[src/cart_pkg.sv]
// Shared widths, header offsets, mapping codes and mode codes for the cartridge loader and its testbench
`default_nettype none

package cart_pkg;

	// ====================================================================
	// Loader stream
	// ====================================================================
	localparam int IOCTL_ADDR_BITS = 25;

	typedef logic [IOCTL_ADDR_BITS-1:0] ioctl_addr_t;
	typedef logic [15:0]                word_t;
	typedef logic [7:0]                 byte_t;

	// Index reserved for cheat records
	localparam logic [7:0] CODE_INDEX = 8'hFF;

	// ====================================================================
	// ROM header
	// ====================================================================
	typedef logic [23:0] mask_t;
	typedef logic [3:0]  size_code_t;
	typedef logic [2:0]  header_mode_t;
	typedef logic [1:0]  region_sel_t;
	typedef logic [7:0]  rom_type_t;

	// Copier block sits in front of the internal header
	localparam ioctl_addr_t COPIER_OFFSET = 25'h200;

	// Size byte pair location per layout
	localparam ioctl_addr_t LOROM_HDR   = 25'h7FD6;
	localparam ioctl_addr_t HIROM_HDR   = 25'hFFD6;
	localparam ioctl_addr_t EXHIROM_HDR = 25'h40FFD6;

	localparam size_code_t DEF_ROM_SIZE = 4'hC;
	localparam mask_t      MASK_UNIT    = 24'd1024;

	localparam header_mode_t HDR_AUTO    = 3'd0;
	localparam header_mode_t HDR_NONE    = 3'd1;
	localparam header_mode_t HDR_LOROM   = 3'd2;
	localparam header_mode_t HDR_HIROM   = 3'd3;
	localparam header_mode_t HDR_EXHIROM = 3'd4;

	localparam region_sel_t REGION_AUTO = 2'd0;
	localparam region_sel_t REGION_NTSC = 2'd1;
	localparam region_sel_t REGION_PAL  = 2'd2;

	localparam rom_type_t MAP_LOROM   = 8'd0;
	localparam rom_type_t MAP_HIROM   = 8'd1;
	localparam rom_type_t MAP_EXHIROM = 8'd2;

	// ====================================================================
	// Cheat record and save RAM
	// ====================================================================
	// Fields from high to low, 32 bits each
	typedef struct packed {
		logic [31:0] flags;
		logic [31:0] addr;
		logic [31:0] compare;
		logic [31:0] replace;
	} cheat_code_t;

	localparam int BSRAM_BITS      = 13;
	localparam int SD_BUFF_BITS    = 8;
	localparam int BLOCK_BYTE_BITS = SD_BUFF_BITS + 1;
	localparam int BSRAM_WORD_BITS = BSRAM_BITS - 1;
	// Block number bits that select a 512-byte block within the RAM
	localparam int BLOCK_SEL_BITS  = BSRAM_WORD_BITS - SD_BUFF_BITS;

	typedef logic [31:0] sd_lba_t;

endpackage

`default_nettype wire

[src/cheat_assembler.sv]
// Builds 128-bit cheat codes from the eight words of a cheat record and flags each complete one
`timescale 1ns/1ns
`default_nettype none

module cheat_assembler
	import cart_pkg::*;
(
	input  logic        clk_sys,
	input  logic        reset,
	input  logic        code_download,
	input  ioctl_addr_t ioctl_addr,
	input  word_t       ioctl_dout,
	input  logic        ioctl_wr,
	output cheat_code_t cheat_code,
	output logic        cheat_valid
);

	logic code_wr;

	assign code_wr = code_download && ioctl_wr;

	// Record slots, low word first within each field
	always_ff @(posedge clk_sys) begin
		if (code_wr) begin
			case (ioctl_addr[3:0])
				4'd0:  cheat_code.flags[15:0]    <= ioctl_dout;
				4'd2:  cheat_code.flags[31:16]   <= ioctl_dout;
				4'd4:  cheat_code.addr[15:0]     <= ioctl_dout;
				4'd6:  cheat_code.addr[31:16]    <= ioctl_dout;
				4'd8:  cheat_code.compare[15:0]  <= ioctl_dout;
				4'd10: cheat_code.compare[31:16] <= ioctl_dout;
				4'd12: cheat_code.replace[15:0]  <= ioctl_dout;
				4'd14: cheat_code.replace[31:16] <= ioctl_dout;
				default: ;
			endcase
		end
	end

	// Last word closes the record
	always_ff @(posedge clk_sys) begin
		if (reset)
			cheat_valid <= 1'b0;
		else
			cheat_valid <= code_wr && ioctl_addr[3:0] == 4'd14;
	end

endmodule

`default_nettype wire

[config.mk]
export PLATFORM = sky130hd
export DESIGN_NAME = cheat_assembler
export DESIGN_NICKNAME = d
export VERILOG_FILES = /design/src/cart_pkg.sv /design/src/cheat_assembler.sv
export SDC_FILE = /design/constraint.sdc
export NUM_CORES = 1
export LEC_CHECK = 0
export BUFFER_PORTS_ARGS = -buffer_cell sky130_fd_sc_hd__buf_2
export CAP_MARGIN = 15
export CORE_MARGIN = 10
export CORE_UTILIZATION = 50
export DETAILED_ROUTE_END_ITERATION = 10
export PLACE_DENSITY = 0.93
export SLEW_MARGIN = 10
export SYNTH_ARGS = -nofsm -noshare
export SYNTH_HDL_FRONTEND = slang
export SYNTH_SLANG_ARGS = --single-unit
[constraint.sdc]
create_clock -name clk_sys -period 5.35 [get_ports clk_sys]
set_input_delay 0.2675 -clock clk_sys [delete_from_list [all_inputs] [get_ports clk_sys]]
set_output_delay 0.2675 -clock clk_sys [all_outputs]
set_load 0.01 [all_outputs]
* Word level (Yosys, flattened, before mapping)
Index checks and enable logic that the tools add are counted.
Cells by class: equal/unequal tests 7, reduce and logical (&&, ||, !) cells 11
Operators by type and width (count):
- $eq A4 B4 Y1 const B | 4
- $reduce_and A2 Y1 | 8
- $eq A4 B3 Y1 const B | 2
- $eq A4 B2 Y1 const B | 1
- $logic_not A4 Y1 | 1
- $logic_and A1 B1 Y1 | 2
Word-level totals: register bits after elaboration 129, input port bits 45, output and inout port bits 129, logic and storage cells 27

* Longest topological paths before layout
depth in word-level cells 2, gate-level depth with buffers 2, depth with buffers taken out 2

* Least setup slack after synthesis
OpenSTA, ideal clock, no wires.
path kind input -> register, start point input ioctl_addr[0], end point register cheat_code[100] (netlist name) (enable), library setup time 409 ps, data arrival time 1640 ps, required time 4941 ps, setup slack 3301 ps, stages on the path 2, buffers on the path 0, cell sequence nand4bb_4 nor3_1
On the way: cells in the longest elaborated chain, start to end 2
RTL lines:
- from (decl) | RTL line cheat_assembler.sv:11 | input ioctl_addr_t ioctl_addr,
- $logic_not A4 Y1 | RTL line cheat_assembler.sv:25 | case (ioctl_addr[3:0])
- $reduce_and A2 Y1 (no line)
- to (decl) | RTL line cheat_assembler.sv:14 | output cheat_code_t cheat_code,
Every way passes these cells. A chain may end at the register's enable or synchronous reset.

* Worst setup path after layout
start point input ioctl_addr[0], end point register cheat_code[98] (netlist name) (enable)
The elaborated chain is that of the path after synthesis.

==> flow_summary.yaml <==
grt:
  antenna_found_initial: 0
  grt_pass1_vias: 2308
  track_usage: 0.160
  grt_max_degree: 17
  grt_remaining_overflow: 0
  grt_pass1_wl_um: 13800
die:
  io_pins: 174
  core_um2: 7730
  die_area_um2: 11900
  start_util: 0.515
  die_w_um: 109
  core.rowCount: 32
  die_y_um: 109
power_and_ir_drop:
  clkPwrFrac: 0.496
  seqPwrFrac: 0.483
  p_per_area_nw_per_um2: 423
  swShare: 0.188
  irDropWorstVdd_v: 0.000294
  power.internal_mw: 1.89
  p_leak_nw: 2.10
  power.switching_mw: 0.439
  combPwrFrac: 0.021
sta:
  post-route-min-period_ps: 1460
  worstMarginPinSlew_ps: 1110
  finalHoldViolCount: 0
  slew_headroom: 0.257
  fin_setup_tns_ps: 0
  max_freq_mhz: 683
  finalSetupViolations: 0
  finalCritPeriodShare: 0.274
  rsz0062_at_grt: "false"
  slew_violations: 0
detailed_routing:
  via_per_inst: 4.90
  drt-total-wl_um: 9470
  via_count: 2114
  wl_per_cell_um: 22.0
  drt-initial-drc-count: 78
  drc: 0
  first_pass_iters: 4
  postRouteAntennaNets: 0
logic_synthesis:
  synth_top_area_frac: 0.966
  synthArstFlopShare: 0
  yosys-top-cells-count: "edfxtp_1, nor2_1, nand2b_1, nor3_2"
  synth_fa_ha_area_frac: 0
  ys.flop_type: "edfxtp_1"
  synth_top_family_by_area: "simple AND/OR/NAND/NOR gates"
  yosysUniqueCellTypes: 9
  synth_top_cell_by_area: "edfxtp_1"
  avgSynthCellArea_um2: 27.8
  synth_edf_count: 128
  synth-simple-area-share: 0.0289
  synth-compound-area-share: 0
  syn-num-nets: 188
  synth_seq_cells: 129
  syn_area_um2: 3980
  yosysWarnings: 0
  ys_seq_area_frac: 0.971
  synthCells: 143
  synthXorXnorAreaFrac: 0
  synthMuxAreaShare: 0
  synthTopCellsByArea: "edfxtp_1, nand4bb_4, nand4b_4"
  synthMostInstantiatedCell: "edfxtp_1"
worst_hold_path:
  hold_class: "in2reg"
  min_path_cells: 1
  min_from: "ioctl_dout[0]"
critical_path:
  slowest_delay_ps: 680
  critPathCaptureType: "flip-flop"
  path_cells: "buf_2, nand4bb_4, nor3_2, buf_4"
  cp_max_fo: 9
  cp_data_arrival_time_ps: 1660
  cp-start-kind: "input pin"
  cp-startpoint: "ioctl_addr[0]"
  critPathKind: "in2reg"
  cp.required_ps: 5550
  crit_end: "cheat_code[98]"
  cpMaxStageDelayCell: "nor3_2"
final_layout:
  multiInputGateArea_um2: 141
  design_area_um2: 5520
  fin_nets: 361
  diodes: 0
  fillers: 496
  drive_gt1_frac: 0.587
  regArea_um2: 3860
  area_growth_pct: 38.6
place:
  place_hpwl_um: 6330
  dpl_cell_area_um2: 4900
  port-buffer-count: 152
  place.gp.congestion: 0.708
clocking:
  cts_resized: 0
  cts_max_path_buffers: 2
  cts_tree: "yes"
  post_cts_buffers: 0
  cts-root-buf: "clkbuf_8"
  clock-sinks: 129
  path_clk_slew_ps: 60
  cts-htree-levels: 4
  numCtsBuffers: 17
run_status:
  status: "completed"
run:
  maxCapViolations: 0
## per-stage QoR
stage / instances / setup WS [ps] / util / hold slack, ps / power (mW)
floorplan: 143 / 3300 / - / 337 / 1.16
global placement: 398 / 3340 / 0.634 / 439 / 1.19
detailed placement: 398 / 3370 / 0.634 / 471 / 1.20
CTS: 431 / 3850 / 0.714 / 18.2 / 2.35
global route: 431 / 3800 / 0.714 / 27.7 / 2.41
finish: 431 / 3890 / 0.714 / 35.1 / 2.33
## layout by cell type, fill, tap and decap left out, drive strengths merged
master       Yosys  routed
nand2b           2       2
clkinv           0       6
dlygate4sd3      0       1
nand4b           1       1
nor3             3       3
edfxtp         128     128
nor2             6       6
inv              0       2
nand4bb          1       1
buf              0     153
bufinv           0       4
dfxtp            1       1
clkbuf           0      17
clkinvlp         0       3
nand2            1       1
## routing by layer
metal	vias up	share of wire	global-route usage
met1	1065	0.37	0.183
met5	-	0	0
met3	7	0.11	0.0708
li1	930	-	-
met2	112	0.51	0.262
met4	0	0.0078	0.0595
## area by class of cell
cell class              count  share of cell area
repair buffers            154               0.141
flip-flops and latches    129               0.701
clock inverters            15              0.0345
clock buffers              17              0.0751
multi-input cells          14              0.0256
well taps                 102              0.0231
## critical path, delay by kind of cell
kind | cells | cell delay (ps)
buffers and inverters | 2 | 440
AND/OR/NAND/NOR | 2 | 930
## cells by family after synthesis
| kind of cell | count (synthesis) |
|---|---|
| flip-flops | 129 |
| AND/OR/NAND/NOR | 14 |
## power groups by stage
stage / clock network (mW) / logic (mW) / registers [mW]
after floorplan: 0 / 0.00583 / 1.15
after global placement: 0 / 0.0456 / 1.15
after detailed placement: 0 / 0.0484 / 1.15
after CTS: 1.17 / 0.0493 / 1.13
after global routing: 1.23 / 0.0530 / 1.13
final: 1.16 / 0.0483 / 1.13
## sequential cells by signal, indices dropped and copies added (netlist names)
signal / flops
cheat_code: 128
cheat_valid: 1
## repair_timing
action,4_1_cts,5_1_grt
endpoints found under the hold margin,1,0
hold buffers,1,0
setup endpoints to repair,0,0
## worst min path at each step
stage | to | slack, ps
after floorplan | cheat_valid | 340
after global placement | cheat_valid | 440
after detailed placement | cheat_valid | 470
after CTS | cheat_code[17] | 20
after global routing | cheat_code[8] | 30
final | cheat_code[16] | 40
No activity file was read; power rests on OpenSTA's default activity.
