<file path="config.mk">
export PLATFORM = sky130hd
export DESIGN_NAME = header_detect
export DESIGN_NICKNAME = d
export VERILOG_FILES = /design/src/cart_pkg.sv /design/src/header_detect.sv
export SDC_FILE = /design/constraint.sdc
export NUM_CORES = 1
export LEC_CHECK = 0
export ABC_AREA = 1
export BUFFER_PORTS_ARGS = -buffer_cell sky130_fd_sc_hd__buf_2
export CORE_ASPECT_RATIO = 0.6
export CORE_UTILIZATION = 43
export CTS_CLUSTER_SIZE = 25
export DETAILED_ROUTE_END_ITERATION = 16
export PLACE_DENSITY = 0.76
export SLEW_MARGIN = 0
export SYNTH_ARGS = -nofsm -noshare
export SYNTH_HDL_FRONTEND = slang
export SYNTH_SLANG_ARGS = --single-unit
</file>
<file path="constraint.sdc">
create_clock -name clk_sys -period 2.06 [get_ports clk_sys]
set_clock_uncertainty 0.15 [all_clocks]
set_input_delay 0.618 -clock clk_sys [delete_from_list [all_inputs] [get_ports clk_sys]]
set_output_delay 0.618 -clock clk_sys [all_outputs]
set_load 0.01 [all_outputs]
</file>
<file path="src/cart_pkg.sv">
// Shared widths, header offsets, mapping codes and mode codes for the cartridge loader and its testbench
`default_nettype none

package cart_pkg;

	// ====================================================================
	// Loader stream
	// ====================================================================
	localparam int IOCTL_ADDR_BITS = 25;

	typedef logic [IOCTL_ADDR_BITS-1:0] ioctl_addr_t;
	typedef logic [15:0]                word_t;
	typedef logic [7:0]                 byte_t;

	// Index reserved for cheat records
	localparam logic [7:0] CODE_INDEX = 8'hFF;

	// ====================================================================
	// ROM header
	// ====================================================================
	typedef logic [23:0] mask_t;
	typedef logic [3:0]  size_code_t;
	typedef logic [2:0]  header_mode_t;
	typedef logic [1:0]  region_sel_t;
	typedef logic [7:0]  rom_type_t;

	// Copier block sits in front of the internal header
	localparam ioctl_addr_t COPIER_OFFSET = 25'h200;

	// Size byte pair location per layout
	localparam ioctl_addr_t LOROM_HDR   = 25'h7FD6;
	localparam ioctl_addr_t HIROM_HDR   = 25'hFFD6;
	localparam ioctl_addr_t EXHIROM_HDR = 25'h40FFD6;

	localparam size_code_t DEF_ROM_SIZE = 4'hC;
	localparam mask_t      MASK_UNIT    = 24'd1024;

	localparam header_mode_t HDR_AUTO    = 3'd0;
	localparam header_mode_t HDR_NONE    = 3'd1;
	localparam header_mode_t HDR_LOROM   = 3'd2;
	localparam header_mode_t HDR_HIROM   = 3'd3;
	localparam header_mode_t HDR_EXHIROM = 3'd4;

	localparam region_sel_t REGION_AUTO = 2'd0;
	localparam region_sel_t REGION_NTSC = 2'd1;
	localparam region_sel_t REGION_PAL  = 2'd2;

	localparam rom_type_t MAP_LOROM   = 8'd0;
	localparam rom_type_t MAP_HIROM   = 8'd1;
	localparam rom_type_t MAP_EXHIROM = 8'd2;

	// ====================================================================
	// Cheat record and save RAM
	// ====================================================================
	// Fields from high to low, 32 bits each
	typedef struct packed {
		logic [31:0] flags;
		logic [31:0] addr;
		logic [31:0] compare;
		logic [31:0] replace;
	} cheat_code_t;

	localparam int BSRAM_BITS      = 13;
	localparam int SD_BUFF_BITS    = 8;
	localparam int BLOCK_BYTE_BITS = SD_BUFF_BITS + 1;
	localparam int BSRAM_WORD_BITS = BSRAM_BITS - 1;
	// Block number bits that select a 512-byte block within the RAM
	localparam int BLOCK_SEL_BITS  = BSRAM_WORD_BITS - SD_BUFF_BITS;

	typedef logic [31:0] sd_lba_t;

endpackage

`default_nettype wire

</file>
<file path="src/header_detect.sv">
// Header detection on the cartridge download stream; yields mapping type, size masks and region
`timescale 1ns/1ns
`default_nettype none

module header_detect
	import cart_pkg::*;
(
	input  logic         clk_sys,
	input  logic         reset,
	input  logic         cart_download,
	input  ioctl_addr_t  ioctl_addr,
	input  word_t        ioctl_dout,
	input  logic         ioctl_wr,
	input  header_mode_t header_mode,
	input  region_sel_t  region_sel,
	output rom_type_t    rom_type,
	output mask_t        rom_mask,
	output mask_t        ram_mask,
	output logic         pal
);

	size_code_t  rom_size;
	size_code_t  ram_size;
	logic        rom_region;
	ioctl_addr_t hdr_base;
	ioctl_addr_t rom_size_addr;
	ioctl_addr_t ram_size_addr;
	logic        hdr_forced;

	// Header location for the forced layouts
	always_comb begin
		case (header_mode)
			HDR_LOROM:   hdr_base = LOROM_HDR;
			HDR_HIROM:   hdr_base = HIROM_HDR;
			HDR_EXHIROM: hdr_base = EXHIROM_HDR;
			default:     hdr_base = '0;
		endcase
	end

	assign hdr_forced    = header_mode inside {HDR_LOROM, HDR_HIROM, HDR_EXHIROM};
	assign rom_size_addr = hdr_base + COPIER_OFFSET;
	assign ram_size_addr = rom_size_addr + ioctl_addr_t'(2);

	always_ff @(posedge clk_sys) begin
		if (reset) begin
			rom_size   <= DEF_ROM_SIZE;
			ram_size   <= '0;
			rom_region <= 1'b0;
			rom_type   <= MAP_LOROM;
			pal        <= 1'b0;
		end else if (cart_download) begin
			if (ioctl_wr) begin
				if (ioctl_addr == '0) begin
					rom_size <= DEF_ROM_SIZE;
					ram_size <= '0;
					// Packed size byte at the very start of the image
					if (header_mode == HDR_AUTO && ioctl_dout[7:0] != 8'h00) begin
						ram_size <= ioctl_dout[7:4];
						rom_size <= ioctl_dout[3:0];
					end
					case (header_mode)
						HDR_AUTO:    rom_type <= ioctl_dout[15:8];
						HDR_HIROM:   rom_type <= MAP_HIROM;
						HDR_EXHIROM: rom_type <= MAP_EXHIROM;
						default:     rom_type <= MAP_LOROM;
					endcase
				end

				if (ioctl_addr == ioctl_addr_t'(2))
					rom_region <= ioctl_dout[8];

				if (hdr_forced) begin
					if (ioctl_addr == rom_size_addr)
						rom_size <= ioctl_dout[11:8];
					if (ioctl_addr == ram_size_addr)
						ram_size <= ioctl_dout[3:0];
				end
			end
		end else begin
			// Region only moves once the image is in
			case (region_sel)
				REGION_AUTO: pal <= rom_region;
				REGION_NTSC: pal <= 1'b0;
				REGION_PAL:  pal <= 1'b1;
				default:     pal <= 1'b0;
			endcase
		end
	end

	// Masks trail the size codes by one cycle
	always_ff @(posedge clk_sys) begin
		rom_mask <= (MASK_UNIT << rom_size) - mask_t'(1);
		ram_mask <= (ram_size != '0) ? (MASK_UNIT << ram_size) - mask_t'(1) : '0;
	end

endmodule

`default_nettype wire

</file>
Word-level counts from Yosys, hierarchy flattened
Index checks and enable logic that the tools add are counted.
- input port bits: 50
- bits in registers: 66
- reduce and logical (&&, ||, !) cells: 10
- add/subtract/negate cells: 4
- shift-type cells: 2
- multiplexer cells: 11
- equal/unequal tests: 7
- operator list (cell ; count):
    23-bit one-hot mux with 3 select lines ; 1
    25-bit equality test ; 2
    11-bit by 4-bit left shift with 24-bit output (first input constant) ; 2
    24-bit by 1-bit subtractor with 24-bit output (second input constant) ; 2
    4-bit two-way mux ; 8
    25-bit by 10-bit adder with 25-bit output (second input constant) ; 1
    25-bit by 2-bit adder with 25-bit output (second input constant) ; 1
    25-bit by 2-bit equality test with 1-bit output (second input constant) ; 1
    25-bit zero test ; 1
    8-bit one-hot mux with 3 select lines ; 1
    8-bit nonzero test ; 1
    3-bit by 2-bit equality test with 1-bit output (second input constant) ; 2
    3-bit AND reduction ; 2
    4-bit nonzero test ; 1
    3-bit equality test (second input constant) ; 1
    3-bit zero test ; 1
    3-bit nonzero test ; 1
    2-bit equality test (second input constant) ; 1
    2-bit zero test ; 1
    1-bit one-hot mux with 2 select lines ; 1
    2-bit AND reduction ; 1
    1-bit logical AND ; 1

Longest topological paths before layout
Gate-level depths: netlist (run 1).
- word-level depth: 7
- depth in mapped cells: 12
- gate-level depth less buffers: 12

Least setup slack after synthesis (run 1)
No wires, ideal clock.
- path type: register to register
- from: reg ram_size[3]
- to: reg ram_mask[20]
- data required time: 1832 ps
- cell stages (with the launch flop): 13
- arrival time: 1729 ps
- slack: 103 ps
- period minus slack after synthesis: 1957 ps
- cell sequence: dfxtp_1 > buf_2 > nor2_2 > inv_2 > nor2_1 > inv_1 > ha_1 > inv_1 > nor2_1 > inv_2 > nor2_1 > and3_1 > nor3_1
- word-level cells in the longest chain between the ends: 2
- ends and longest elaborated chain (what ; line ; RTL):
    start, declared ; header_detect.sv:23 ; size_code_t ram_size;
    start signal, assigned ; header_detect.sv:58 ; ram_size <= ioctl_dout[7:4];
    start signal, assigned ; header_detect.sv:76 ; ram_size <= ioctl_dout[3:0];
    11-bit by 4-bit left shift with 24-bit output ; header_detect.sv:93 ; ram_mask <= (ram_size != '0) ? (MASK_UNIT << ram_size) - mask_t'(1) : '0;
    24-bit by 1-bit subtractor with 24-bit output ; header_detect.sv:93 ;
    end signal, assigned ; header_detect.sv:93 ;
    end, declared ; header_detect.sv:18 ; output mask_t ram_mask,
Several ways; a longest one is shown, not always the timed one.
A chain may end at the register's enable or synchronous reset.

Worst setup path after layout (run 1)
Same ends and word-level chain as after synthesis.

==> results.md, run 1 <==
* Cell Area, Synth at 0.00253 sq mm
* TritonCTS clock tree: built
* Fillers at 590
* Critical path launch point type: flip-flop
* Initial Util at 0.450
* Largest family of logic cells by synthesized area: simple AND/OR/NAND/NOR gates
* Post-Syn Instances at 371
* CP arrival at 1.94 ns
* Initial antenna violation count at 0
* DR vias/cell at 4.72
* Util after Layout at 0.578
* Post-detailed-route DRC marker count at 0
* Power consumption at 1.86 mW
* Sink of the worst hold path: rom_type[6]$_SDFFE_PP0P_
* Worst r2r src: ram_size[3]$_SDFFE_PP0P_
* Initial drt markers at 137
* Post-synthesis xor/xnor area fraction at 0.0138
* Library cells used by synthesis at 32
* Ports at 107
* FP Rows at 21
* Adder and majority cell fraction of the synthesized area at 0.00988
* Max VDD drop at 0.271 mV
* Largest net degree at the start of global routing at 17
* Required @ worst endpoint at 2.15 ns
* Max incr delay on CP at 0.34 ns
* CORE AREA at 0.00562 sq mm
* Final hold vios at 0
* Layout Nets at 528
* Yosys top cell area share at 0.372
* Post-Place Cells at 549
* Post-Synth Simple-Gate Area at 0.355
* Critical path's slowest cell: dfxtp_1
* Drt first pass iters at 5
* Max Fclk at 540 MHz
* Clock Sinks at 47
* Flops & latches, synth at 47
* Pwr/cell area at 572 mW/mm^2
* Area leader, netlist: dfxtp_1
* Unrepaired setup endpoints after global routing: no
* CTS Buf Count at 5
* Total Wirelength at 6.31 mm
* Worst setup EP type: flip-flop
* Most common cell in the synthesized netlist: nand2_1
* Die Span Y at 61.4 um
* Period minus WS final at 1.85 ns
* Final ANT Viol Nets at 0
* Layout cell share with drive strength beyond 1 at 0.329
* Area contributors post-synth: dfxtp_1 37%, nand2_1 12%, nand3_1 7.1%
* Compound-Gate Fraction of Synth Area at 0.103
* Total congestion overflow at 0
* Clock Tree Buf Depth at 2
* Post-synthesis mux area share at 0
* Syn avg cell area at 6.83 sq um
* Root Buffer: clkbuf_8
* Synth Flop Type: dfxtp_1
* Fin crit share at 0.899
* R2R setup slack at 0.21 ns
* PortBufs at 96
* GPL Wtd Cong at 0.904
* GR Util All Layers at 0.218
* Worst Path Max Fanout at 4
* WS Path Type: reg -> reg
* Vias in the first global route at 2304
* Register area share after synthesis at 0.372
* Final std cells w/o fill at 557
* Diodes inserted at 0
* Post-synthesis async set-or-reset flop share at 0
* FF-to-FF path depth at 11
* Critical path, cell by cell: nor2_2, inv_2, nor2_1, inv_1, ha_1, inv_1, nor2_1, inv_2, nor2_2, and3_1, nor3_1
* Clock transition at path regs at 0.09 ns
* LEAKAGE at 1.59 nW
* Min-Delay Path Class: reg -> reg
* Outcome: complete, no violations
* Final setup viols at 0
* Depth of the worst hold-timing path at 2
* Die W at 101 um
* Commonest cells in the netlist: 79 x nand2_1, 47 x dfxtp_1, 38 x nor2_1, 37 x inv_1, 36 x nand3_1
* Vias post-DR at 2631
* Synth warnings at 0
* Full die area at 0.00621 sq mm
* DP HPWL at 5.18 mm
* Maxcap violations at 0
* Slew Limit Fails at 0
* Global-route wire length before repair at 10.3 mm
* # H-tree levels at 2
* WL/cell at 11.3 um
* Syn-to-layout area delta at 28.3%
* EDFF count, synth at 0
* HP Start: rom_type[6]$_SDFFE_PP0P_
* R2r endpoint: ram_mask[20]$_SDFF_PN0_
* Clock Latency Late Sink at 0.31 ns
[state kept, by name, indices dropped and copies added (netlist names)]
signal and count:
rom_size 4, ram_size 4, rom_region 1, rom_mask 14
pal 1, rom_type 8, ram_mask 15
[routing by layer]
layer | GRT usage | vias up | part of all wire
met5 | 0 | - | 0
li1 | - | 1372 | -
met3 | 0.0726 | 8 | 0.12
met4 | 0.0704 | 0 | 0.010
met2 | 0.321 | 96 | 0.40
met1 | 0.303 | 1155 | 0.48
[how the worst max path moves through the flow]
stage	slack, ns	startpoint	to
6_report	0.21	ram_size[3]$_SDFFE_PP0P_	ram_mask[20]$_SDFF_PN0_
5_1_grt	0.04	ram_size[0]$_SDFFE_PP0P_	ram_mask[20]$_SDFF_PN0_
4_1_cts	0.15	ram_size[0]$_SDFFE_PP0P_	ram_mask[20]$_SDFF_PN0_
3_5_place_dp	-0.09	header_mode[1]	ram_size[3]$_SDFFE_PP0P_
3_3_place_gp	-0.08	header_mode[1]	ram_size[2]$_SDFFE_PP0P_
2_1_floorplan	0.10	ram_size[3]$_SDFFE_PP0P_	ram_mask[20]$_SDFF_PN0_
[cell usage in the layout, fill, tap and decap left out, types with 10 or more instances in the layout]
cell type,netlist,final
buf_2,2,96
a21oi_1,26,25
inv_1,37,37
o21ai_1,14,14
dfxtp_1,47,46
buf_4,21,19
nand2_1,79,79
inv_2,11,11
conb_1,1,10
nor2_1,38,37
nand3_1,36,36
[final cells by class]
| class | instances | area (sq um) | area share |
|---|---|---|---|
| timing repair buffer | 116 | 643 | 0.198 |
| multi-input combinational | 257 | 1260 | 0.389 |
| tap | 80 | 100 | 0.0308 |
| clock buffer | 5 | 68.8 | 0.0212 |
| clock inverter | 3 | 46.3 | 0.0142 |
| inverter | 49 | 185 | 0.0570 |
| sequential | 47 | 942 | 0.290 |
[timing repair]
item | in CTS | in global routing
buffers inserted | 0 | 0
hold buffers | 0 | 0
setup endpoints to repair | 0 | 2
gates resized for setup | 0 | 3
[through the flow]
step	hold slack (ns)	instance area, sq um	setup WS (ns)	TNS (ns)
2_1_floorplan	0.306	2570	0.103	0
3_3_place_gp	0.299	3130	-0.0785	-0.332
3_5_place_dp	0.309	3130	-0.0875	-0.375
4_1_cts	0.321	3240	0.148	0
5_1_grt	0.349	3250	0.0378	0
6_report	0.318	3250	0.208	0
[power breakdown]
group	switching (mW)	internal [mW]
Combinational	0.133	0.0966
Sequential	0.00656	0.931
Clock	0.325	0.365
[logic make-up after synthesis]
logic type	count (synthesis)
buffers and inverters	76
xor gates and xnor gates	4
AOI/OAI and AO/OA	50
adders and majority gates	2
and+or+nand+nor	191
other	1
DFF	47
[worst max-delay path, delay by kind of cell (launching register included)]
family | cells | cell delay, ns
buffers and inverters | 4 | 0.36
and+or+nand+nor | 6 | 0.72
adders and majority gates | 1 | 0.22
DFF | 1 | 0.34
No activity file was read; power rests on OpenSTA's default activity.
==> inputs of run 2 (changes only) <==
Settings changed: RECOVER_POWER set to 100.
==> run 2 against run 1 <==
Power fell by 0.49%. Sequential share of layout area rose by 0.72 points. Clock power barely moved. Final cell count did not move. First-iteration DRC count fell by 27%. Via count fell by 0.11%.
==> results.md, run 2 (synthesis gave the netlist of run 1 again) <==
* Final ANT Viol Nets at 0
* Top Registers: ram_mask x15, rom_mask x14, rom_type x8
* Clk pwr share at 0.372
* Clock Sinks at 47
* DP HPWL at 5.18 mm
* Full die area at 0.00621 sq mm
* Total Wirelength at 6.35 mm
* GR Util All Layers at 0.218
* Clock Latency Late Sink at 0.31 ns
* Post-CTS Hold Fix Bufs at 0
* FP Rows at 21
* Period minus WS final at 1.90 ns
* Maxcap violations at 0
* Most frequent cells in the layout: 79 x nand2_1, 50 x buf_2, 50 x clkbuf_1, 46 x dfxtp_1, 40 x inv_1
* LEAKAGE at 1.42 nW
* Initial antenna violation count at 0
* CTS Buf Count at 5
* Critical path, cell by cell: buf_2, nor2_1, nand2_1, nor2_1, nand3_2, nor2_1, bufbuf_8, inv_2, nand2_1, a21oi_1
* Most common cell after layout, fill and taps aside: nand2_1
* Vias post-DR at 2628
* CORE AREA at 0.00562 sq mm
* Clock Tree Buf Depth at 2
* WP buf/inv at 3
* # H-tree levels at 2
* Critical path's slowest cell: nor2_1
* Initial drt markers at 100
* GPL Wtd Cong at 0.904
* Max reg flops at 15
* CTS resizes at 0
* Placed cell area at 0.00313 sq mm
* Combinational power share at 0.120
* Largest net degree at the start of global routing at 17
* Worst r2r src: ram_size[3]$_SDFFE_PP0P_
* HP Start: rom_type[6]$_SDFFE_PP0P_
* Vias in the first global route at 2304
* Unrepaired setup endpoints after global routing: no
* WS Path Type: in -> reg
* Final hold vios at 0
* TritonCTS clock tree: built
* Storage element area at 942 sq um
* Diodes inserted at 0
* Required @ worst endpoint at 2.11 ns
* Global-route wire length before repair at 10.3 mm
* CP most frequent cell: nor2_1
* PortBufs at 96
* Top reg by flops: ram_mask
* Layout cell share with drive strength beyond 1 at 0.214
* Worst Path Max Fanout at 11
* Max Fclk at 527 MHz
* Fin area at 0.00317 sq mm
* Die Span Y at 61.4 um
* Root Buffer: clkbuf_8
* Fillers at 614
* Pwr/cell area at 583 mW/mm^2
* Critical path launch point type: input pin
* Die W at 101 um
* Ports at 107
* Outcome: complete, no violations
* Post-detailed-route DRC marker count at 0
* Worst setup EP type: flip-flop
* Syn-to-layout area delta at 25.2%
* Sink of the worst hold path: rom_type[6]$_SDFFE_PP0P_
* Sw Share at 0.250
* Final setup viols at 0
* NetSw at 463 uW
* Clock transition at path regs at 0.08 ns
* Flop pwr share at 0.508
* Multi-input logic area at 0.00126 sq mm
* Min-Delay Path Class: reg -> reg
* Max incr delay on CP at 0.34 ns
* FF-to-FF path depth at 11
* Layout Nets at 528
* Setup Fix Bufs, Post-CTS at 0
* Initial Util at 0.450
* R2r endpoint: ram_mask[20]$_SDFF_PN0_
* Fin crit share at 0.921
* Drt first pass iters at 4
* Largest delay share family, worst path: simple AND/OR/NAND/NOR gates
* Total congestion overflow at 0
* R2R setup slack at 0.19 ns
* DR vias/cell at 4.72
* Int Power at 1.39 mW
* Hold_ws at 0.319 ns
* Depth of the worst hold-timing path at 2
* CP arrival at 1.95 ns
* Max VDD drop at 0.275 mV
* Slew Limit Fails at 0
* WL/cell at 11.4 um
==> run 2: changes by cell type in the layout (fill, tap and decap cells not counted) <==
cell      previous run  this run
clkbuf_1             0        50
buf_2               96        50
buf_4               19        14
inv_1               37        40
inv_2               11         8
o21ai_0              6         9
o21ai_1             14        11
nor2_1              37        39
nor2_2               7         5
buf_12               1         0
bufbuf_8             0         1
clkbuf_4             0         1
==> run 2: layout make-up <==
class / instances / share of cell area
timing repair buffer: 116 / 0.180
sequential: 47 / 0.297
tap: 80 / 0.0316
clock buffer: 5 / 0.0217
multi-input combinational: 257 / 0.397
inverter: 49 / 0.0584
clock inverter: 3 / 0.0146
==> run 2: power groups by stage <==
stage               sequential (mW)  clock, mW  combinational, mW
detailed placement            0.960          0              0.228
floorplan                     0.973          0              0.114
CTS                           0.938      0.704              0.229
finish                        0.939      0.688              0.222
global route                  0.941      0.737              0.250
global placement              0.959          0              0.224
==> run 2: routing by layer <==
layer / GRT usage / vias up / part of all wire
met5: 0 / - / 0
met4: 0.0704 / 0 / 0.010
met2: 0.321 / 102 / 0.39
met3: 0.0726 / 8 / 0.11
li1: - / 1368 / -
met1: 0.303 / 1150 / 0.49
==> run 2: worst min-delay path, delay by kind of cell, from the launching register on <==
kind	cells	cell delay (ns)
AO/OA/AOI/OAI	1	0.06
flip-flops	1	0.31
AND/OR/NAND/NOR	1	0.06
==> run 2: worst max path at each step <==
stage,cells past startpoint,start,end
after floorplan,12,ram_size[3]$_SDFFE_PP0P_,ram_mask[20]$_SDFF_PN0_
after global placement,11,header_mode[1],ram_size[2]$_SDFFE_PP0P_
after detailed placement,11,header_mode[1],ram_size[3]$_SDFFE_PP0P_
after CTS,11,ram_size[0]$_SDFFE_PP0P_,ram_mask[20]$_SDFF_PN0_
after global routing,11,ioctl_addr[11],ram_size[3]$_SDFFE_PP0P_
final,10,ioctl_addr[8],rom_type[3]$_SDFFE_PP0P_
==> run 2: through the flow <==
stage	std cells	TNS [ns]	setup WS, ns	utilization	total power [mW]
floorplan	380	0	0.103	-	1.09
global placement	549	-0.332	-0.0785	0.556	1.18
detailed placement	549	-0.375	-0.0875	0.556	1.19
CTS	557	0	0.148	0.577	1.87
global route	557	0	0.0290	0.564	1.93
finish	557	0	0.162	0.564	1.85
