### config.mk
export PLATFORM = sky130hd
export DESIGN_NAME = loader_control
export DESIGN_NICKNAME = d
export VERILOG_FILES = /design/src/cart_pkg.sv /design/src/loader_control.sv
export SDC_FILE = /design/constraint.sdc
export NUM_CORES = 1
export LEC_CHECK = 0
export BUFFER_PORTS_ARGS = -buffer_cell sky130_fd_sc_hd__buf_2
export CORE_UTILIZATION = 40
export CTS_CLUSTER_SIZE = 28
export DETAILED_ROUTE_END_ITERATION = 8
export HOLD_SLACK_MARGIN = 0.12
export PLACE_DENSITY = 0.79
export SLEW_MARGIN = 0
export SYNTH_ARGS = -nofsm -noshare
export SYNTH_HDL_FRONTEND = slang
export SYNTH_SLANG_ARGS = --single-unit
### constraint.sdc
create_clock -name clk_sys -period 3.1 [get_ports clk_sys]
set_input_delay 0.62 -clock clk_sys [delete_from_list [all_inputs] [get_ports clk_sys]]
set_output_delay 0.62 -clock clk_sys [all_outputs]
set_load 0.01 [all_outputs]
### src/cart_pkg.sv
// Shared widths, header offsets, mapping codes and mode codes for the cartridge loader and its testbench
`default_nettype none

package cart_pkg;

	// ====================================================================
	// Loader stream
	// ====================================================================
	localparam int IOCTL_ADDR_BITS = 25;

	typedef logic [IOCTL_ADDR_BITS-1:0] ioctl_addr_t;
	typedef logic [15:0]                word_t;
	typedef logic [7:0]                 byte_t;

	// Index reserved for cheat records
	localparam logic [7:0] CODE_INDEX = 8'hFF;

	// ====================================================================
	// ROM header
	// ====================================================================
	typedef logic [23:0] mask_t;
	typedef logic [3:0]  size_code_t;
	typedef logic [2:0]  header_mode_t;
	typedef logic [1:0]  region_sel_t;
	typedef logic [7:0]  rom_type_t;

	// Copier block sits in front of the internal header
	localparam ioctl_addr_t COPIER_OFFSET = 25'h200;

	// Size byte pair location per layout
	localparam ioctl_addr_t LOROM_HDR   = 25'h7FD6;
	localparam ioctl_addr_t HIROM_HDR   = 25'hFFD6;
	localparam ioctl_addr_t EXHIROM_HDR = 25'h40FFD6;

	localparam size_code_t DEF_ROM_SIZE = 4'hC;
	localparam mask_t      MASK_UNIT    = 24'd1024;

	localparam header_mode_t HDR_AUTO    = 3'd0;
	localparam header_mode_t HDR_NONE    = 3'd1;
	localparam header_mode_t HDR_LOROM   = 3'd2;
	localparam header_mode_t HDR_HIROM   = 3'd3;
	localparam header_mode_t HDR_EXHIROM = 3'd4;

	localparam region_sel_t REGION_AUTO = 2'd0;
	localparam region_sel_t REGION_NTSC = 2'd1;
	localparam region_sel_t REGION_PAL  = 2'd2;

	localparam rom_type_t MAP_LOROM   = 8'd0;
	localparam rom_type_t MAP_HIROM   = 8'd1;
	localparam rom_type_t MAP_EXHIROM = 8'd2;

	// ====================================================================
	// Cheat record and save RAM
	// ====================================================================
	// Fields from high to low, 32 bits each
	typedef struct packed {
		logic [31:0] flags;
		logic [31:0] addr;
		logic [31:0] compare;
		logic [31:0] replace;
	} cheat_code_t;

	localparam int BSRAM_BITS      = 13;
	localparam int SD_BUFF_BITS    = 8;
	localparam int BLOCK_BYTE_BITS = SD_BUFF_BITS + 1;
	localparam int BSRAM_WORD_BITS = BSRAM_BITS - 1;
	// Block number bits that select a 512-byte block within the RAM
	localparam int BLOCK_SEL_BITS  = BSRAM_WORD_BITS - SD_BUFF_BITS;

	typedef logic [31:0] sd_lba_t;

endpackage

`default_nettype wire

### src/loader_control.sv
// Download decode, console reset, save enable tracking and the save RAM block transfer sequencer
`timescale 1ns/1ns
`default_nettype none

module loader_control
	import cart_pkg::*;
(
	input  logic        clk_sys,
	input  logic        reset,
	input  logic        ioctl_download,
	input  logic [7:0]  ioctl_index,
	input  ioctl_addr_t ioctl_addr,
	input  logic        ioctl_wr,
	input  mask_t       ram_mask,
	input  logic        img_mounted,
	input  logic        img_readonly,
	input  logic [63:0] img_size,
	input  logic        sd_ack,
	input  logic        bsram_we,
	input  logic        bk_load,
	input  logic        bk_save,
	input  logic        autosave,
	input  logic        osd_status,
	output logic        cart_download,
	output logic        code_download,
	output logic        cheat_reset,
	output logic        console_reset,
	output sd_lba_t     sd_lba,
	output logic        sd_rd,
	output logic        sd_wr,
	output logic        bk_busy,
	output logic        bk_pending
);

	typedef enum logic {
		BK_IDLE,
		BK_XFER
	} bk_state_t;

	bk_state_t bk_state;
	logic      code_index;
	logic      old_download;
	logic      dl_start;
	logic      dl_end;
	logic      bk_ena;
	logic      bk_loading;
	logic      save_req;
	logic      old_load;
	logic      old_save;
	logic      old_ack;
	logic      load_edge;
	logic      save_edge;
	logic      ack_rise;
	logic      ack_fall;
	logic      start_load;
	logic      last_block;

	// ====================================================================
	// Download decode
	// ====================================================================
	assign code_index    = ioctl_index == CODE_INDEX;
	assign code_download = ioctl_download && code_index;
	assign cart_download = ioctl_download && !code_index;

	// New cartridge, or first word of a fresh cheat list
	assign cheat_reset   = cart_download || (code_download && ioctl_wr && ioctl_addr == '0);

	// Console held while the image or its save data comes in
	assign console_reset = reset || cart_download || bk_loading;

	assign dl_start = cart_download && !old_download;
	assign dl_end   = old_download && !cart_download && img_size != '0 && bk_ena;

	// ====================================================================
	// Save enable and dirty tracking
	// ====================================================================
	always_ff @(posedge clk_sys) begin
		if (reset) begin
			old_download <= 1'b0;
			bk_ena       <= 1'b0;
		end else begin
			old_download <= cart_download;
			if (dl_start)
				bk_ena <= 1'b0;
			// Save image is mounted by the end of the download
			if (cart_download && img_mounted && !img_readonly)
				bk_ena <= ram_mask != '0;
		end
	end

	always_ff @(posedge clk_sys) begin
		if (reset)
			bk_pending <= 1'b0;
		else if (bk_ena && !osd_status && bsram_we)
			bk_pending <= 1'b1;
		else if (bk_busy)
			bk_pending <= 1'b0;
	end

	// Autosave fires when the menu opens with unsaved writes
	assign save_req = bk_save || (autosave && bk_pending && osd_status);

	// ====================================================================
	// Block sequencer
	// ====================================================================
	always_ff @(posedge clk_sys) begin
		if (reset) begin
			old_load <= 1'b0;
			old_save <= 1'b0;
			old_ack  <= 1'b0;
		end else begin
			old_load <= bk_load;
			old_save <= save_req;
			old_ack  <= sd_ack;
		end
	end

	assign load_edge  = bk_load && !old_load && bk_ena;
	assign save_edge  = save_req && !old_save && bk_ena;
	assign ack_rise   = sd_ack && !old_ack;
	assign ack_fall   = old_ack && !sd_ack;
	assign start_load = dl_end || load_edge;
	assign last_block = sd_lba >= sd_lba_t'(ram_mask[23:BLOCK_BYTE_BITS]);
	assign bk_busy    = bk_state == BK_XFER;

	always_ff @(posedge clk_sys) begin
		if (reset) begin
			bk_state   <= BK_IDLE;
			bk_loading <= 1'b0;
			sd_lba     <= '0;
			sd_rd      <= 1'b0;
			sd_wr      <= 1'b0;
		end else begin
			// Request drops once the device takes it
			if (ack_rise) begin
				sd_rd <= 1'b0;
				sd_wr <= 1'b0;
			end

			case (bk_state)
				BK_IDLE: begin
					if (start_load || save_edge) begin
						bk_state   <= BK_XFER;
						bk_loading <= start_load;
						sd_lba     <= '0;
						sd_rd      <= start_load;
						sd_wr      <= !start_load;
					end
				end
				BK_XFER: begin
					if (ack_fall) begin
						if (last_block) begin
							bk_state   <= BK_IDLE;
							bk_loading <= 1'b0;
						end else begin
							sd_lba <= sd_lba + sd_lba_t'(1);
							sd_rd  <= bk_loading;
							sd_wr  <= !bk_loading;
						end
					end
				end
				default: bk_state <= BK_IDLE;
			endcase
		end
	end

endmodule

`default_nettype wire

[Word-level counts from Yosys, hierarchy flattened]
Cells that the tools add are included.
Widths: inputs -> output; s select.
Cells by class
  reduce and logical (&&, ||, !) cells: 44
  magnitude comparators: 1
  equality and inequality tests: 5
  add/subtract/negate cells: 1
  multiplexer cells: 26
  bitwise operators: 1
Operators with widths (count)
  $mux 32: 3
  $pmux 32 s2: 1
  $reduce_bool 64->1: 1
  $add 32x1->32 const B: 1
  $ge 32x15->1: 1
  $logic_not 25->1: 1
  $reduce_bool 24->1: 1
  $logic_and 1x1->1: 20
  $mux 1: 18
  $logic_not 1->1: 11
  $eq 8x8->1 const B: 1
  $pmux 1 s2: 4
  $logic_or 1x1->1: 6
  $reduce_and 3->1: 2
  $ne 2x1->1 const B: 2
  $ne 2x2->1 const B: 2
  $reduce_bool 2->1: 2
  $not 1->1: 1
Storage, ports and cells
  output and inout port bits: 40
  register bits: 42
  input bits: 133
  word-level logic and storage cells: 89

[Longest topological paths before layout]
Gate-level depths: netlist of run 1.
  word-level depth: 11
  mapped depth: 11
  depth with buffers taken out: 9

[Least setup slack after synthesis of run 1]
No wires, ideal clock.
  kind: input-to-reg
  start: in ram_mask[9]
  end: reg sd_lba[9]
  stages: 9
  arrival: 2.609 ns
  required time: 3.041 ns
  setup slack: 0.432 ns
  library setup time: 0.059 ns
  path buffers: 1
  cell sequence: ha_1 nand2b_1 a2111o_1 a31oi_1 o211a_1 a221oi_4 buf_4 or4_1 nand2_1
Between the ends
  longest elaborated chain between the ends: 3
RTL lines
  start, declared: line loader_control.sv:14  | input mask_t ram_mask,
  $ge 32x15->1: line loader_control.sv:123  | assign last_block = sd_lba >= sd_lba_t'(ram_mask[23:BLOCK_BYTE_BITS]);
  $ne 2x2->1 (no line)
  $reduce_and 3->1 (no line)
  end signal, assigned: line loader_control.sv:156  | sd_lba <= sd_lba + sd_lba_t'(1);
  end, declared: line loader_control.sv:28  | output sd_lba_t sd_lba,
Every way passes these cells.
A chain may end at the register's enable or synchronous reset.

[Worst setup path after layout of run 1]
  start: in ram_mask[9]
  end: reg sd_lba[13]
The elaborated chain is that of the path after synthesis.

==> results.yml, run 1 <==
routing:
  drt-vias-per-instance: 5.41
  ant_nets: 0
  drt-total-wl_um: 8440
  route.detailed.drc: 0
  drtIter0Drc: 145
  detail_route.wl_per_cell_um: 15.2
  firstDrtPassIters: 6
  vias: 2999
clocking:
  cts_hold_buf: 0
  h-tree-depth: 2
  cts_tree: "built"
  post-cts-setup-buffers: 0
  cts_resized: 0
  clock-sinks: 42
  path_clk_slew_ns: 0.08
  clockBufferDepth: 2
  cts-root-buf: "clkbuf_8"
  tritoncts.num_buffers: 5
  clk_latency_ns: 0.30
yosys:
  synthFlopType: "dfxtp_1"
  synth_top_family_by_area: "simple AND/OR/NAND/NOR gates"
  synthAdderAreaFrac_pct: 8.21
  synth_edf_count: 0
  yosysWarnings: 0
  yosysTopAreaCell: "dfxtp_1"
  synth_cell_types: 44
  post-synth-top-area-fraction_pct: 34.5
  ys_ff_latch: 42
  synthMuxAreaShare_pct: 0.872
  synth_compound_area_share_pct: 15.6
  synth.area.top_cells: "dfxtp_1 (34%), nor4_1 (8.5%), ha_1 (8.2%), nand2_1 (4.8%), a21oi_1 (3.9%)"
  avgSynthCellArea_um2: 8.13
  ys_seq_area_share_pct: 34.5
  yosys.area_share.simple_pct: 35.7
  post_synth_xor_area_fraction_pct: 0
  synth_area_um2: 2440
  synth_cells: 300
  synth_nets: 449
  async_reset_ff_share_pct: 0
global_routing:
  globalRouteTotalUtil_pct: 27.1
  globalRoute.busiestLayer: "met2"
  grt_max_degree: 35
  grt_pass1_vias: 2771
  grt_use_met2_pct: 41.3
  grtUsageMet3_pct: 5.91
  grtUsageMet1_pct: 37.9
  grt_pass1_wl_um: 13200
  overflow: 0
  antenna_found_initial: 0
die:
  design.core.area_um2: 5890
  row_count: 28
  start_util_pct: 41.5
  die_w_um: 80.1
  die_area_um2: 6420
  die_y_um: 80.1
  boundaryPins: 173
final_layout:
  drive_gt1_share_pct: 39.9
  mostFrequentLayoutCell: "buf_2"
  fin_area_um2: 3530
  nNetsFinal: 627
  syn2layout_area_growth_pct: 44.8
  diodes: 0
  layout_common_cells: "buf_2 (172), dfxtp_1 (42), nor4_1 (33)"
worst_setup_path:
  r2r-end: "sd_lba[13]"
  crit_family: "compound AO/OA/AOI/OAI gates"
  ff2ff_setup_slack_ns: 0.39
  crit_chain: "buf_2, ha_1, nand2b_1, a2111o_1, a31oi_1, o211a_1, a221oi_4, buf_12, or4_1, a21oi_1"
  reg2reg_from: "sd_lba[0]"
  crit_path_start_kind: "primary input"
  cp-end-kind: "flip-flop"
  path_class: "primary input to flip-flop"
  reg2reg_depth: 10
  critical_path_buf_inv_count: 2
  cpPeakStageDelay_ns: 0.51
  critical_path.max_fanout: 34
  crit_slowest_cell: "or4_1"
  critPathRequiredTime_ns: 3.33
  cp.arrival_ns: 3.01
outcome:
  status: "complete, no violations"
timing:
  setup_tns_ns: 0
  finClkSkew_ns: 0.00733
  rsz0062_at_grt: "false"
  slew_headroom_pct: 68.6
  fin_crit_sh_pct: 89.7
  fin_ws_ns: 0.320
  setup_viol: 0
  fmax_ghz: 0.360
  drv_slew: 0
  min_period_ns: 2.78
  hold_viol: 0
  holdWs_ns: 0.490
  tightest_slew_ns: 0.467
pwr:
  swShare_pct: 24.1
  power.internal_w: 0.000879
  p_comb_share_pct: 15.3
  p_switching_w: 0.000278
  power_leakage_nw: 1.74
  pwr_density_cell_nw_per_um2: 327
  vdd_drop_max_v: 0.000220
  p_seq_share_pct: 47.5
  pwr-share-clk_pct: 37.1
placement:
  place_area_um2: 3420
  hpwl_um: 6940
  io_buffer_count: 172
  dp_slack_ns: 0.0212
  place_congestion: 0.868
hold_path:
  hp-class: "flip-flop to flip-flop"
  min_path_cells: 2
  min_from: "sd_lba[19]"
  hold_end: "sd_lba[19]"
flow_run:
  cap_violations: 0
==> flip-flops by register name, indices dropped and copies added (netlist names) <==
| register | count |
|---|---|
| sd_lba | 32 |
| sd_rd | 1 |
| old_ack | 1 |
| bk_ena | 1 |
| sd_wr | 1 |
| bk_loading | 1 |
| bk_busy | 1 |
| old_load | 1 |
| old_download | 1 |
| bk_pending | 1 |
| old_save | 1 |
==> metrics by stage <==
| stage | util (%) | power (W) | cells |
|---|---|---|---|
| floorplan | - | 0.000622 | 300 |
| global placement | 58.1 | 0.000733 | 546 |
| detailed placement | 58.1 | 0.000738 | 546 |
| CTS | 60.0 | 0.00116 | 554 |
| global route | 60.0 | 0.00121 | 554 |
| finish | 60.0 | 0.00116 | 554 |
==> routing by layer <==
| layer | vias up | wire length (um) |
|---|---|---|
| met5 | - | 0 |
| met4 | 0 | 138 |
| met3 | 16 | 602 |
| met2 | 113 | 3700 |
| met1 | 1381 | 3990 |
| li1 | 1489 | - |
==> worst min-delay path: stages, from the launching register on <==
cell,delay [ns]
dfxtp_1,0.34
inv_1,0.06
a21oi_1,0.05
==> worst max path at each step <==
stage	start	cells after the start	slack (ns)	end
2_1_floorplan	ram_mask[9]	9	0.43	sd_lba[9]
3_3_place_gp	ram_mask[9]	10	0.15	sd_lba[13]
3_5_place_dp	ram_mask[9]	10	0.02	sd_lba[13]
4_1_cts	ram_mask[9]	10	0.33	sd_lba[13]
5_1_grt	ram_mask[9]	10	0.20	sd_lba[13]
6_report	ram_mask[9]	10	0.32	sd_lba[13]
==> layout make-up <==
cell class | count | area, um^2
Timing Repair Buffer | 179 | 926
Fill cell | 566 | 2350
Clock inverter | 2 | 37.5
Inverter | 22 | 82.6
Clock buffer | 6 | 72.6
Tap cell | 75 | 93.8
Sequential cell | 42 | 841
Multi-Input combinational cell | 228 | 1480
==> power by group through the flow <==
stage | logic, W | clock network, W | registers, W
after floorplan | 0.0000596 | 0 | 0.000563
after global placement | 0.000171 | 0 | 0.000563
after detailed placement | 0.000175 | 0 | 0.000563
after CTS | 0.000176 | 0.000435 | 0.000550
after global routing | 0.000195 | 0.000460 | 0.000551
final | 0.000177 | 0.000430 | 0.000550
==> logic make-up (layout without fill, tap and decap cells) <==
| group | after synthesis | count (layout) |
|---|---|---|
| adder cells (fa/ha/maj) | 16 | 16 |
| AND/OR/NAND/NOR | 154 | 154 |
| AO/OA/AOI/OAI | 56 | 56 |
| buffers and inverters | 30 | 209 |
| multiplexers | 2 | 2 |
| flip-flops | 42 | 42 |
==> cells in the mapped netlist (7+ instances only) <==
master and number:
dfxtp_1 42, nor4_1 33, nand2_1 31, inv_1 22
a21oi_1 19, ha_1 16, and2_1 14, nand4_1 12
nor2_1 12, nand3_1 9, or4_1 8, or3_1 7
Note: power is estimated with default switching activity, not from simulation.
==> run 2: changes to the inputs <==
--- a/config.mk
+++ b/config.mk
@@ -6,6 +6,8 @@
 export NUM_CORES = 1
 export LEC_CHECK = 0
 export BUFFER_PORTS_ARGS = -buffer_cell sky130_fd_sc_hd__buf_2
+export CAP_MARGIN = 5
+export CORE_ASPECT_RATIO = 0.7
 export CORE_UTILIZATION = 40
 export CTS_CLUSTER_SIZE = 28
 export DETAILED_ROUTE_END_ITERATION = 8
==> run 2 against run 1 <==
Effect of this change:
- worst setup slack gained 0.015 ns
- highest routed layer unchanged
- total power shrank 5.5%
- design area shrank 0.71%
- largest cell class unchanged
==> results.yml, run 2 (same netlist as run 1, synthesis figures left out) <==
placement:
  dp.cells: 545
  hpwl_um: 6650
  dp_slack_ns: 0.0517
  place_congestion: 0.896
  io_buffer_count: 172
pwr:
  pwr_density_cell_nw_per_um2: 312
  p_comb_share_pct: 16.0
  vdd_drop_max_v: 0.000175
  pwr-share-clk_pct: 33.7
  power_leakage_nw: 1.72
  power.internal_w: 0.000798
  p_seq_share_pct: 50.3
  p_switching_w: 0.000295
  swShare_pct: 27.0
die:
  design.core.area_um2: 5810
  die_w_um: 95.3
  boundaryPins: 173
  die_y_um: 67.3
  row_count: 23
  start_util_pct: 42.0
  die_area_um2: 6420
worst_setup_path:
  critPathRequiredTime_ns: 3.33
  critical_path.max_fanout: 34
  critPathLaunch: "ram_mask[9]"
  r2r-end: "sd_lba[12]"
  cp-end-kind: "flip-flop"
  reg2reg_from: "sd_lba[0]"
  path_class: "primary input to flip-flop"
  crit_path_start_kind: "primary input"
  ff2ff_setup_slack_ns: 0.39
  cp.arrival_ns: 3.00
  crit_path_end: "sd_lba[12]"
  reg2reg_depth: 10
timing:
  tightest_slew_ns: 0.433
  fmax_ghz: 0.362
  drv_slew: 0
  setup_tns_ns: 0
  fin_crit_sh_pct: 89.2
  slew_headroom_pct: 70.9
  hold_viol: 0
  fin_ws_ns: 0.335
  rsz0062_at_grt: "false"
  holdWs_ns: 0.481
  min_period_ns: 2.77
  setup_viol: 0
  finClkSkew_ns: 0.00802
global_routing:
  overflow: 0
  antenna_found_initial: 0
  globalRouteTotalUtil_pct: 25.5
  grt_max_degree: 35
  grt_pass1_vias: 2596
  grt_pass1_wl_um: 12500
outcome:
  status: "complete, no violations"
final_layout:
  fillerInstances: 548
  diodes: 0
  top_register: "sd_lba"
  instances_no_fill: 553
  mostFrequentLayoutCell: "buf_2"
  largest_reg_flops: 32
  drive_gt1_share_pct: 40.0
  layout_common_cells: "buf_2 (172), dfxtp_1 (42), nor4_1 (33)"
  final_util_pct: 60.3
  syn2layout_area_growth_pct: 43.7
  nNetsFinal: 626
routing:
  firstDrtPassIters: 5
  route.detailed.drc: 0
  drtIter0Drc: 154
  drt-vias-per-instance: 5.39
  drt-total-wl_um: 8100
  vias: 2979
  detail_route.wl_per_cell_um: 14.6
  ant_nets: 0
clocking:
  post-cts-setup-buffers: 0
  clk_latency_ns: 0.30
  path_clk_slew_ns: 0.09
  cts_tree: "built"
  cts_hold_buf: 0
  cts_resized: 0
  clockBufferDepth: 2
  cts-root-buf: "clkbuf_8"
  tritoncts.num_buffers: 5
  h-tree-depth: 2
  clock-sinks: 42
hold_path:
  hp-class: "flip-flop to flip-flop"
flow_run:
  cap_violations: 0
## run 2: cell types whose count changed in the layout (fill, tap and decap cells not counted), sizes merged
cell      change
clkbuf        -1
clkinvlp      +1
buf           -1
inv           +1
bufinv        -1
## run 2: worst max-delay path, stage by stage
cell and delay [ns]:
buf_2 0.11, ha_1 0.27, nand2b_1 0.15, a2111o_1 0.40, a31oi_1 0.25, o211a_1 0.26, a221oi_4 0.09, buf_12 0.18
or4_1 0.50, a21oi_1 0.16
## run 2: cell type report
class | count | area [um^2] | area share [%]
clock buffer | 5 | 68.8 | 1.96
clock inverter | 3 | 23.8 | 0.678
inverter | 22 | 82.6 | 2.35
multi-input combinational | 228 | 1480 | 42.2
sequential | 42 | 841 | 24.0
tap | 75 | 93.8 | 2.68
timing repair buffer | 178 | 918 | 26.2
## run 2: metrics by stage
stage          total power, W  area, um^2
2_1_floorplan        0.000622        2440
3_3_place_gp         0.000731        3410
3_5_place_dp         0.000735        3410
4_1_cts               0.00110        3510
5_1_grt               0.00113        3510
6_report              0.00109        3510
## run 2: worst min path at each step
stage                    start    endpoint  slack (ns)  cells past startpoint
finish              sd_lba[19]  sd_lba[19]        0.48                      2
global route        sd_lba[31]  sd_lba[31]        0.51                      1
CTS                 sd_lba[19]  sd_lba[19]        0.48                      2
detailed placement  sd_lba[25]  sd_lba[25]        0.47                      1
global placement    sd_lba[28]  sd_lba[28]        0.46                      1
floorplan           bk_loading  bk_loading        0.49                      2
## run 2: per-layer routing
| metal | vias up | share of wire (%) | global-route usage (%) |
|---|---|---|---|
| met4 | 0 | 0.80 | 5.87 |
| met3 | 7 | 8.0 | 4.95 |
| met2 | 121 | 41 | 35.8 |
| met1 | 1363 | 50 | 39.2 |
| met5 | - | 0 | 0 |
| li1 | 1488 | - | - |
## run 2: power by group through the flow
stage,clock (W),sequential [W],combinational (W)
floorplan,0,0.000563,0.0000596
global placement,0,0.000562,0.000168
detailed placement,0,0.000562,0.000172
CTS,0.000372,0.000550,0.000174
global route,0.000391,0.000551,0.000192
finish,0.000369,0.000550,0.000175
